File: src/hw/trace_config.svh
`ifndef TRACE_CONFIG_SVH
`define TRACE_CONFIG_SVH

// ----------------------------------------------------------------------------
// Commit trace configuration
// ----------------------------------------------------------------------------

// Commit ports observed per cycle
`define NR_COMMIT_PORTS 2

// Data and cause width
`define XLEN 64
// Virtual address width of a PC
`define VLEN 64
// Instruction word width
`define INSN_W 32

// Entries in each retired-PC queue
`define PC_QUEUE_DEPTH 8
// Width of every performance counter
`define PERF_CNT_W 64

`endif

File: src/hw/core_pkg.sv
`default_nettype none

`include "trace_config.svh"

package core_pkg;

  // Privilege levels, 2'b10 is reserved
  typedef enum logic [1:0] {
    PRIV_LVL_U = 2'b00,
    PRIV_LVL_S = 2'b01,
    PRIV_LVL_M = 2'b11
  } priv_lvl_t;

  // Top bit of the cause tells an interrupt from an exception
  localparam int unsigned CAUSE_IRQ_BIT = `XLEN - 1;

  // One instruction leaving the commit stage
  typedef struct packed {
    logic [`VLEN-1:0]   pc;
    logic [`INSN_W-1:0] insn;
    logic [`XLEN-1:0]   cause;
    logic               ex_valid;
  } commit_entry_t;

endpackage

`default_nettype wire

File: src/hw/trace_pkg.sv
`default_nettype none

`include "trace_config.svh"

package trace_pkg;

  // Mode tag of a record, debug takes the reserved privilege code
  typedef enum logic [1:0] {
    MODE_U = 2'b00,
    MODE_S = 2'b01,
    MODE_D = 2'b10,
    MODE_M = 2'b11
  } mode_t;

  // One record per commit port and cycle
  typedef struct packed {
    logic               valid;
    logic               exception;
    logic               interrupt;
    logic [`VLEN-1:0]   iaddr;
    logic [`INSN_W-1:0] insn;
    logic [`XLEN-1:0]   cause;
    mode_t              mode;
  } trace_rec_t;

  // Counter index on the read port
  typedef enum logic [1:0] {
    PERF_CYCLES     = 2'd0,
    PERF_RETIRED    = 2'd1,
    PERF_EXCEPTIONS = 2'd2,
    PERF_INTERRUPTS = 2'd3
  } perf_sel_t;

  // Width of the port tag on the serial PC stream
  localparam int unsigned PORT_IDX_W = (`NR_COMMIT_PORTS > 1) ? $clog2(`NR_COMMIT_PORTS) : 1;

endpackage

`default_nettype wire

File: src/hw/commit_if.sv
`default_nettype none

`include "trace_config.svh"

interface commit_if;

  // Per port commit strobe and the committed entry
  logic                    ack   [`NR_COMMIT_PORTS];
  core_pkg::commit_entry_t entry [`NR_COMMIT_PORTS];

  // Shared by all ports in a cycle
  core_pkg::priv_lvl_t     priv_lvl;
  logic                    debug_mode;

  // Full view, for classification and event counting
  modport sink (
    input ack,
    input entry,
    input priv_lvl,
    input debug_mode
  );

  // PC queues only need the strobe, the exception bit and the PC
  modport pc_push (
    input ack,
    input entry
  );

endinterface

`default_nettype wire

File: src/hw/commit_classify.sv
`default_nettype none

`include "trace_config.svh"

module commit_classify (
  input  logic                  clk_i,
  input  logic                  rst_ni,
  commit_if.sink                commit_i,
  output trace_pkg::trace_rec_t trace_o [`NR_COMMIT_PORTS]
);

  trace_pkg::mode_t mode;

  // Debug mode hides the privilege level
  always_comb begin
    if (commit_i.debug_mode) begin
      mode = trace_pkg::MODE_D;
    end else begin
      case (commit_i.priv_lvl)
        core_pkg::PRIV_LVL_U: mode = trace_pkg::MODE_U;
        core_pkg::PRIV_LVL_S: mode = trace_pkg::MODE_S;
        // reserved level reported as machine mode
        default:              mode = trace_pkg::MODE_M;
      endcase
    end
  end

  for (genvar i = 0; i < `NR_COMMIT_PORTS; i++) begin : gen_port
    logic               is_irq;
    logic               valid_q, exception_q, interrupt_q;
    logic [`VLEN-1:0]   iaddr_q;
    logic [`INSN_W-1:0] insn_q;
    logic [`XLEN-1:0]   cause_q;
    trace_pkg::mode_t   mode_q;

    assign is_irq = commit_i.entry[i].cause[core_pkg::CAUSE_IRQ_BIT];

    // Flags, zero in every cycle without a commit
    always_ff @(posedge clk_i or negedge rst_ni) begin
      if (!rst_ni) begin
        valid_q     <= 1'b0;
        exception_q <= 1'b0;
        interrupt_q <= 1'b0;
      end else begin
        valid_q     <= commit_i.ack[i] & ~commit_i.entry[i].ex_valid;
        exception_q <= commit_i.ack[i] & commit_i.entry[i].ex_valid & ~is_irq;
        interrupt_q <= commit_i.ack[i] & commit_i.entry[i].ex_valid & is_irq;
      end
    end

    // Record payload
    always_ff @(posedge clk_i) begin
      iaddr_q <= commit_i.entry[i].pc;
      insn_q  <= commit_i.entry[i].insn;
      cause_q <= commit_i.entry[i].cause;
      mode_q  <= mode;
    end

    assign trace_o[i] = '{valid:     valid_q,
                          exception: exception_q,
                          interrupt: interrupt_q,
                          iaddr:     iaddr_q,
                          insn:      insn_q,
                          cause:     cause_q,
                          mode:      mode_q};
  end

endmodule

`default_nettype wire

File: src/hw/commit_trace_top.sv
`default_nettype none

`include "trace_config.svh"

module commit_trace_top (
  input  logic                             clk_i,
  input  logic                             rst_ni,
  // Commit ports
  input  logic                             commit_ack_i      [`NR_COMMIT_PORTS],
  input  logic                             commit_ex_valid_i [`NR_COMMIT_PORTS],
  input  logic [`VLEN-1:0]                 commit_pc_i       [`NR_COMMIT_PORTS],
  input  logic [`INSN_W-1:0]               commit_insn_i     [`NR_COMMIT_PORTS],
  input  logic [`XLEN-1:0]                 commit_cause_i    [`NR_COMMIT_PORTS],
  input  core_pkg::priv_lvl_t              priv_lvl_i,
  input  logic                             debug_mode_i,
  // Trace records
  output logic                             trace_valid_o     [`NR_COMMIT_PORTS],
  output logic                             trace_exception_o [`NR_COMMIT_PORTS],
  output logic                             trace_interrupt_o [`NR_COMMIT_PORTS],
  output logic [`VLEN-1:0]                 trace_iaddr_o     [`NR_COMMIT_PORTS],
  output logic [`INSN_W-1:0]               trace_insn_o      [`NR_COMMIT_PORTS],
  output logic [`XLEN-1:0]                 trace_cause_o     [`NR_COMMIT_PORTS],
  output trace_pkg::mode_t                 trace_mode_o      [`NR_COMMIT_PORTS],
  // Serial PC stream
  output logic                             pc_valid_o,
  output logic [`VLEN-1:0]                 pc_o,
  output logic [trace_pkg::PORT_IDX_W-1:0] pc_port_o,
  output logic                             pc_overflow_o,
  // Counter read port
  input  trace_pkg::perf_sel_t             perf_addr_i,
  input  logic                             perf_clear_i,
  output logic [`PERF_CNT_W-1:0]           perf_rdata_o
);

  commit_if commit_bus ();

  trace_pkg::trace_rec_t       trace      [`NR_COMMIT_PORTS];
  logic                        q_empty    [`NR_COMMIT_PORTS];
  logic [`VLEN-1:0]            q_head     [`NR_COMMIT_PORTS];
  logic                        q_pop      [`NR_COMMIT_PORTS];
  logic [`NR_COMMIT_PORTS-1:0] q_overflow;

  // ----------------------------------------------------------------------------
  // Commit bus and trace unpacking
  // ----------------------------------------------------------------------------

  assign commit_bus.priv_lvl   = priv_lvl_i;
  assign commit_bus.debug_mode = debug_mode_i;

  for (genvar i = 0; i < `NR_COMMIT_PORTS; i++) begin : gen_port
    assign commit_bus.ack[i]   = commit_ack_i[i];
    assign commit_bus.entry[i] = '{pc:       commit_pc_i[i],
                                   insn:     commit_insn_i[i],
                                   cause:    commit_cause_i[i],
                                   ex_valid: commit_ex_valid_i[i]};

    assign trace_valid_o[i]     = trace[i].valid;
    assign trace_exception_o[i] = trace[i].exception;
    assign trace_interrupt_o[i] = trace[i].interrupt;
    assign trace_iaddr_o[i]     = trace[i].iaddr;
    assign trace_insn_o[i]      = trace[i].insn;
    assign trace_cause_o[i]     = trace[i].cause;
    assign trace_mode_o[i]      = trace[i].mode;

    pc_queue #(
      .PORT ( i )
    ) i_pc_queue (
      .clk_i      ( clk_i                 ),
      .rst_ni     ( rst_ni                ),
      .push_i     ( commit_bus.pc_push    ),
      .pop_i      ( q_pop[i]              ),
      .empty_o    ( q_empty[i]            ),
      .head_o     ( q_head[i]             ),
      .overflow_o ( q_overflow[i]         )
    );
  end

  assign pc_overflow_o = |q_overflow;

  // ----------------------------------------------------------------------------
  // Classification, PC stream and counters
  // ----------------------------------------------------------------------------

  commit_classify i_commit_classify (
    .clk_i    ( clk_i           ),
    .rst_ni   ( rst_ni          ),
    .commit_i ( commit_bus.sink ),
    .trace_o  ( trace           )
  );

  pc_arbiter i_pc_arbiter (
    .clk_i      ( clk_i      ),
    .rst_ni     ( rst_ni     ),
    .empty_i    ( q_empty    ),
    .head_i     ( q_head     ),
    .pop_o      ( q_pop      ),
    .pc_valid_o ( pc_valid_o ),
    .pc_o       ( pc_o       ),
    .pc_port_o  ( pc_port_o  )
  );

  perf_counters i_perf_counters (
    .clk_i        ( clk_i           ),
    .rst_ni       ( rst_ni          ),
    .commit_i     ( commit_bus.sink ),
    .perf_addr_i  ( perf_addr_i     ),
    .perf_clear_i ( perf_clear_i    ),
    .perf_rdata_o ( perf_rdata_o    )
  );

endmodule

`default_nettype wire

File: src/hw/pc_arbiter.sv
`default_nettype none

`include "trace_config.svh"

module pc_arbiter (
  input  logic                                clk_i,
  input  logic                                rst_ni,
  input  logic                                empty_i [`NR_COMMIT_PORTS],
  input  logic [`VLEN-1:0]                    head_i  [`NR_COMMIT_PORTS],
  output logic                                pop_o   [`NR_COMMIT_PORTS],
  output logic                                pc_valid_o,
  output logic [`VLEN-1:0]                    pc_o,
  output logic [trace_pkg::PORT_IDX_W-1:0]    pc_port_o
);

  localparam int unsigned N     = `NR_COMMIT_PORTS;
  localparam int unsigned IDX_W = trace_pkg::PORT_IDX_W;

  logic [IDX_W-1:0] last_q, grant_idx;
  logic             any_req;

  // Search starts one past the last grant and wraps around
  always_comb begin
    int unsigned cand;
    any_req   = 1'b0;
    grant_idx = last_q;
    for (int unsigned k = 1; k <= N; k++) begin
      cand = (int'(last_q) + k) % N;
      if (!any_req && !empty_i[cand]) begin
        any_req   = 1'b1;
        grant_idx = IDX_W'(cand);
      end
    end
    for (int unsigned p = 0; p < N; p++) begin
      pop_o[p] = any_req && (grant_idx == IDX_W'(p));
    end
  end

  // Port 0 wins first after reset
  always_ff @(posedge clk_i or negedge rst_ni) begin
    if (!rst_ni) begin
      last_q     <= IDX_W'(N - 1);
      pc_valid_o <= 1'b0;
    end else begin
      pc_valid_o <= any_req;
      if (any_req) begin
        last_q <= grant_idx;
      end
    end
  end

  always_ff @(posedge clk_i) begin
    if (any_req) begin
      pc_o      <= head_i[grant_idx];
      pc_port_o <= grant_idx;
    end
  end

endmodule

`default_nettype wire

File: src/hw/pc_queue.sv
`default_nettype none

`include "trace_config.svh"

module pc_queue #(
  parameter int unsigned PORT = 0
) (
  input  logic             clk_i,
  input  logic             rst_ni,
  commit_if.pc_push        push_i,
  input  logic             pop_i,
  output logic             empty_o,
  output logic [`VLEN-1:0] head_o,
  output logic             overflow_o
);

  localparam int unsigned DEPTH = `PC_QUEUE_DEPTH;
  localparam int unsigned PTR_W = (DEPTH > 1) ? $clog2(DEPTH) : 1;

  logic [`VLEN-1:0] mem_q [DEPTH];
  logic [PTR_W-1:0] wr_ptr_q, rd_ptr_q;
  logic [PTR_W:0]   count_q;
  logic             push, full, do_push, do_pop;

  // Only clean retirements enter the queue
  assign push    = push_i.ack[PORT] & ~push_i.entry[PORT].ex_valid;
  assign full    = (count_q == (PTR_W + 1)'(DEPTH));
  assign empty_o = (count_q == '0);
  assign do_pop  = pop_i & ~empty_o;
  // A full queue still accepts when the head leaves this cycle
  assign do_push = push & (~full | do_pop);

  always_ff @(posedge clk_i or negedge rst_ni) begin
    if (!rst_ni) begin
      wr_ptr_q   <= '0;
      rd_ptr_q   <= '0;
      count_q    <= '0;
      overflow_o <= 1'b0;
    end else begin
      if (do_push) begin
        wr_ptr_q <= (wr_ptr_q == PTR_W'(DEPTH - 1)) ? '0 : wr_ptr_q + 1'b1;
      end
      if (do_pop) begin
        rd_ptr_q <= (rd_ptr_q == PTR_W'(DEPTH - 1)) ? '0 : rd_ptr_q + 1'b1;
      end
      case ({do_push, do_pop})
        2'b10:   count_q <= count_q + 1'b1;
        2'b01:   count_q <= count_q - 1'b1;
        default: count_q <= count_q;
      endcase
      // Dropped entry, flag stays until reset
      if (push && !do_push) begin
        overflow_o <= 1'b1;
      end
    end
  end

  always_ff @(posedge clk_i) begin
    if (do_push) begin
      mem_q[wr_ptr_q] <= push_i.entry[PORT].pc;
    end
  end

  assign head_o = mem_q[rd_ptr_q];

endmodule

`default_nettype wire

File: src/hw/perf_counters.sv
`default_nettype none

`include "trace_config.svh"

module perf_counters (
  input  logic                    clk_i,
  input  logic                    rst_ni,
  commit_if.sink                  commit_i,
  input  trace_pkg::perf_sel_t    perf_addr_i,
  input  logic                    perf_clear_i,
  output logic [`PERF_CNT_W-1:0]  perf_rdata_o
);

  localparam int unsigned NR_CNT = 2 ** $bits(trace_pkg::perf_sel_t);
  // Enough for every port reporting the same event
  localparam int unsigned INC_W  = $clog2(`NR_COMMIT_PORTS + 1);

  logic [`PERF_CNT_W-1:0] cnt_q [NR_CNT];
  logic [INC_W-1:0]       inc   [NR_CNT];

  // ----------------------------------------------------------------------------
  // Per cycle increments
  // ----------------------------------------------------------------------------

  always_comb begin
    inc = '{default: '0};
    inc[trace_pkg::PERF_CYCLES] = INC_W'(1);
    for (int p = 0; p < `NR_COMMIT_PORTS; p++) begin
      if (commit_i.ack[p]) begin
        if (!commit_i.entry[p].ex_valid) begin
          inc[trace_pkg::PERF_RETIRED] = inc[trace_pkg::PERF_RETIRED] + 1'b1;
        end else if (commit_i.entry[p].cause[core_pkg::CAUSE_IRQ_BIT]) begin
          inc[trace_pkg::PERF_INTERRUPTS] = inc[trace_pkg::PERF_INTERRUPTS] + 1'b1;
        end else begin
          inc[trace_pkg::PERF_EXCEPTIONS] = inc[trace_pkg::PERF_EXCEPTIONS] + 1'b1;
        end
      end
    end
  end

  // ----------------------------------------------------------------------------
  // Counters
  // ----------------------------------------------------------------------------

  always_ff @(posedge clk_i or negedge rst_ni) begin
    if (!rst_ni) begin
      for (int k = 0; k < NR_CNT; k++) begin
        cnt_q[k] <= '0;
      end
    end else if (perf_clear_i) begin
      // Clear beats any increment in the same cycle
      for (int k = 0; k < NR_CNT; k++) begin
        cnt_q[k] <= '0;
      end
    end else begin
      for (int k = 0; k < NR_CNT; k++) begin
        cnt_q[k] <= cnt_q[k] + `PERF_CNT_W'(inc[k]);
      end
    end
  end

  // Read port
  assign perf_rdata_o = cnt_q[perf_addr_i];

endmodule

`default_nettype wire

File: config.mk
export PLATFORM = sky130hd
export DESIGN_NAME = commit_trace_top
export DESIGN_NICKNAME = d
export VERILOG_FILES = /design/src/hw/core_pkg.sv /design/src/hw/trace_pkg.sv /design/src/hw/commit_if.sv /design/src/hw/commit_classify.sv /design/src/hw/commit_trace_top.sv /design/src/hw/pc_arbiter.sv /design/src/hw/pc_queue.sv /design/src/hw/perf_counters.sv
export VERILOG_INCLUDE_DIRS = /design/src /design/src/hw
export SDC_FILE = /design/constraint.sdc
export NUM_CORES = 2
export LEC_CHECK = 0
export ABC_CLOCK_PERIOD_IN_PS = 21700
export BUFFER_PORTS_ARGS = -buffer_cell sky130_fd_sc_hd__buf_2
export CORE_MARGIN = 2
export CORE_UTILIZATION = 45
export DETAILED_ROUTE_END_ITERATION = 8
export GPL_TIMING_DRIVEN = 0
export PLACE_DENSITY = 0.7
export SLEW_MARGIN = 20
export SYNTH_ARGS = -nofsm -noshare
export SYNTH_HDL_FRONTEND = slang
export SYNTH_SLANG_ARGS = --single-unit
File: constraint.sdc
create_clock -name clk_i -period 21.7 [get_ports clk_i]
set_clock_uncertainty 0.15 [all_clocks]
set_input_delay 3.255 -clock clk_i [delete_from_list [all_inputs] [get_ports clk_i]]
set_output_delay 3.255 -clock clk_i [all_outputs]
set_load 0.1 [all_outputs]
==> impl_results.md <==
* Design area at 0.0773 mm²
* Post-route setup TNS at 0 ns
* Vias per cell at 5.62
* Worst endpoint required time at 18.30 ns
* Total Wirelength at 162000 µm
* Layout net count at 5141
* Die Width at 380 µm
* Yosys reg bits at 1697
* Post-CTS Setup Repair Bufs at 0
* Most frequent cells in the layout: edfxtp_1, buf_2, dfxtp_1, mux4_2, dfrtp_1
* Drt first pass iters at 5
* Final Worst Setup Slack at 12.56 ns
* CTS Buffer Depth at 3
* Hpwl dp at 115000 µm
* Crit-path max FO at 10
* Slew margin rel. at 0.220
* Synth cell types at 60
* Max Cap Viol at 0
* Hold Buf Count CTS at 0
* Row count at 138
* RSZ-0062 raised after global routing: false
* Post-Syn Area at 0.0637 mm²
* Synthesis warning total at 0
* Pin count of the biggest net entering global routing at 92
* Fin. Hold Viols at 0
* Total Power at 9.57 mW
* Worst hold slack at 0.326 ns
* Post-synthesis sequential area ratio at 0.726
* Syn avg cell area at 17.2 µm²
* Worst setup slack after placement at 12.53 ns
* Count of final setup violators at 0
* CP startpoint kind: primary input
* Worst R2R Path Depth at 11
* CP Capture Type: output pin
* Layout area overhead at 21.3%
* Net count after synthesis at 4075
* Beginning of the critical path: perf_addr_i[0]
* Root Buffer: clkbuf_16
* Final period util at 0.421
* Die area at 0.145 mm²
* Critical path type: in2out
* Power per cell area at 124 mW/mm²
* Vias in the first global route at 38200
* First-pass GRT wire length at 240000 µm
* Gr usage total at 0.221
* Main flop type after synthesis: edfxtp_1
* Clk sinks at 1697
* Fmax at 109 MHz
* Die Y-Extent at 380 µm
* Proportion of layout cells with a drive suffix above 1 at 0.323
* Starting Density at 0.452
* Commonest non-fill, non-tap cell in the layout: edfxtp_1
* R2R Setup Slk at 17.18 ns
* Post-DP Area at 0.0716 mm²
* FF-to-FF End: gen_port[1].i_pc_queue.mem_q[1][26]$_DFFE_PP_
* DRT iter0 DRCs at 3459
* Core area at 0.141 mm²
* Post-synth EDFFs at 1089
* CTS tree: done
* Initial antenna violation count at 6
* Cts bufs inserted at 171
* Worst-Margin Slew at 1.16 ns
* Min Tclk post-route at 9.14 ns
* Worst reg2reg path startpoint: gen_port[0].i_pc_queue.count_q[0]$_DFFE_PN0P_
* Placer Congestion at 0.921
* Critical path arrival at 5.74 ns
* Cells after Synth at 3716
* Clk pin slew, worst setup/hold paths at 0.06 ns
* Post-cts gate resize count at 0
* Routed WL per cell at 23.7 µm
* CTS H-Tree Depth at 4
* DRC viols at 0
* Crit path capture: perf_rdata_o[50]
* Worst-skew pair later-pin latency at 0.80 ns
* Min-delay worst type: reg2reg
* # IOs at 793
* Filler cells at 11100
* Share of synthesized registers carrying an async set or reset at 0.169
* Total global routing overflow at 0
* PortBufs at 789
* Final count of pins violating max slew at 0
* Post-DRT Antenna Nets at 0
* Outcome: completed
* Via count at 38300
* Worst vdd ir at 0.130 mV
* Leakage at 28.4 nW
[state kept, by name, indices dropped and copies added, names as in the netlist, 2 cells and up]
name,count
gen_port.i_pc_queue.count_q,8
gen_port.i_pc_queue.mem_q,1024
gen_port.i_pc_queue.overflow_o,2
gen_port.i_pc_queue.rd_ptr_q,6
gen_port.i_pc_queue.wr_ptr_q,6
i_commit_classify.gen_port.cause_q,128
i_commit_classify.gen_port.exception_q,2
i_commit_classify.gen_port.iaddr_q,128
i_commit_classify.gen_port.insn_q,64
i_commit_classify.gen_port.interrupt_q,2
i_commit_classify.gen_port.mode_q,2
i_commit_classify.gen_port.valid_q,2
i_pc_arbiter.pc_o,64
i_perf_counters.cnt_q,256
[critical path, stage by stage]
cell      delay [ns]
clkbuf_1        0.78
buf_1           0.70
mux4_2          0.66
buf_2           0.33
[metrics by stage]
stage	std cells	util
after global placement	6395	0.497
final	6820	0.548
after detailed placement	6499	0.508
after global routing	6819	0.548
after CTS	6819	0.548
after floorplan	3716	-
[report_power, final]
| group | leakage (nW) | total [mW] | switching (mW) | internal [mW] |
|---|---|---|---|---|
| Clock | 2.82 | 2.95 | 1.27 | 1.68 |
| Sequential | 16.6 | 3.87 | 0.110 | 3.76 |
| Combinational | 8.98 | 2.74 | 1.89 | 0.857 |
[worst min-delay path by stage]
| stage | start | end | slack (ns) | cells past startpoint |
|---|---|---|---|---|
| 5_1_grt | gen_port[1].i_pc_queue.overflow_o$_DFFE_PN0P_ | gen_port[1].i_pc_queue.overflow_o$_DFFE_PN0P_ | 0.35 | 1 |
| 3_5_place_dp | gen_port[1].i_pc_queue.overflow_o$_DFFE_PN0P_ | gen_port[1].i_pc_queue.overflow_o$_DFFE_PN0P_ | 0.30 | 1 |
| 3_3_place_gp | gen_port[1].i_pc_queue.overflow_o$_DFFE_PN0P_ | gen_port[1].i_pc_queue.overflow_o$_DFFE_PN0P_ | 0.30 | 1 |
| 4_1_cts | gen_port[1].i_pc_queue.overflow_o$_DFFE_PN0P_ | gen_port[1].i_pc_queue.overflow_o$_DFFE_PN0P_ | 0.32 | 1 |
| 2_1_floorplan | gen_port[1].i_pc_queue.overflow_o$_DFFE_PN0P_ | gen_port[1].i_pc_queue.overflow_o$_DFFE_PN0P_ | 0.28 | 1 |
| 6_report | gen_port[1].i_pc_queue.overflow_o$_DFFE_PN0P_ | gen_port[1].i_pc_queue.overflow_o$_DFFE_PN0P_ | 0.33 | 1 |
[synth_stat cells (all sizes together) (32+ instances only)]
cell type	count	area (µm²)
edfxtp	1089	32700
dfxtp	322	6450
mux4	320	7210
dfrtp	285	7130
a21oi	194	971
nor2	189	709
nand2	118	443
clkbuf	117	439
nand4	105	712
o21ai	101	505
nand3	98	505
xor2	90	788
or3	83	519
nor2b	76	475
a211oi	65	488
mux2i	64	641
buf	49	251
xnor2	41	359
inv	40	150
nor3	33	190
nor4	33	350
o31ai	32	240
[layer usage]
layer | vias to the layer above | wire [µm] | part of all wire | global-route usage
li1 | 16700 | - | - | -
met1 | 19600 | 63600 | 0.39 | 0.293
met2 | 1768 | 79700 | 0.49 | 0.365
met3 | 273 | 13900 | 0.086 | 0.0480
met4 | 8 | 4530 | 0.028 | 0.0680
met5 | - | 54 | 0.00033 | 0
[cell type report]
cell class,count,area (µm²),share of cell area
antenna,1,2.50,0.0000324
buffer,166,691,0.00893
clock buffer,241,4860,0.0629
clock inverter,79,875,0.0113
inverter,41,154,0.00199
multi-input combinational,1812,16700,0.216
sequential,1697,46300,0.599
tap,1890,2360,0.0306
timing repair buffer,893,5380,0.0695
[logic make-up (layout without fill, tap and decap cells)]
| family | Yosys count | count (layout) | synth area share |
|---|---|---|---|
| DFF | 1697 | 1697 | 0.726 |
| adders and majority gates | 27 | 27 | 0.00589 |
| AOI/OAI and AO/OA | 413 | 413 | 0.0373 |
| other | 0 | 1 | 0 |
| buffers and inverters | 207 | 1420 | 0.0132 |
| xor gates and xnor gates | 131 | 131 | 0.0180 |
| and+or+nand+nor | 846 | 846 | 0.0741 |
| muxes | 395 | 395 | 0.125 |
(Power assumes the default switching activity.)
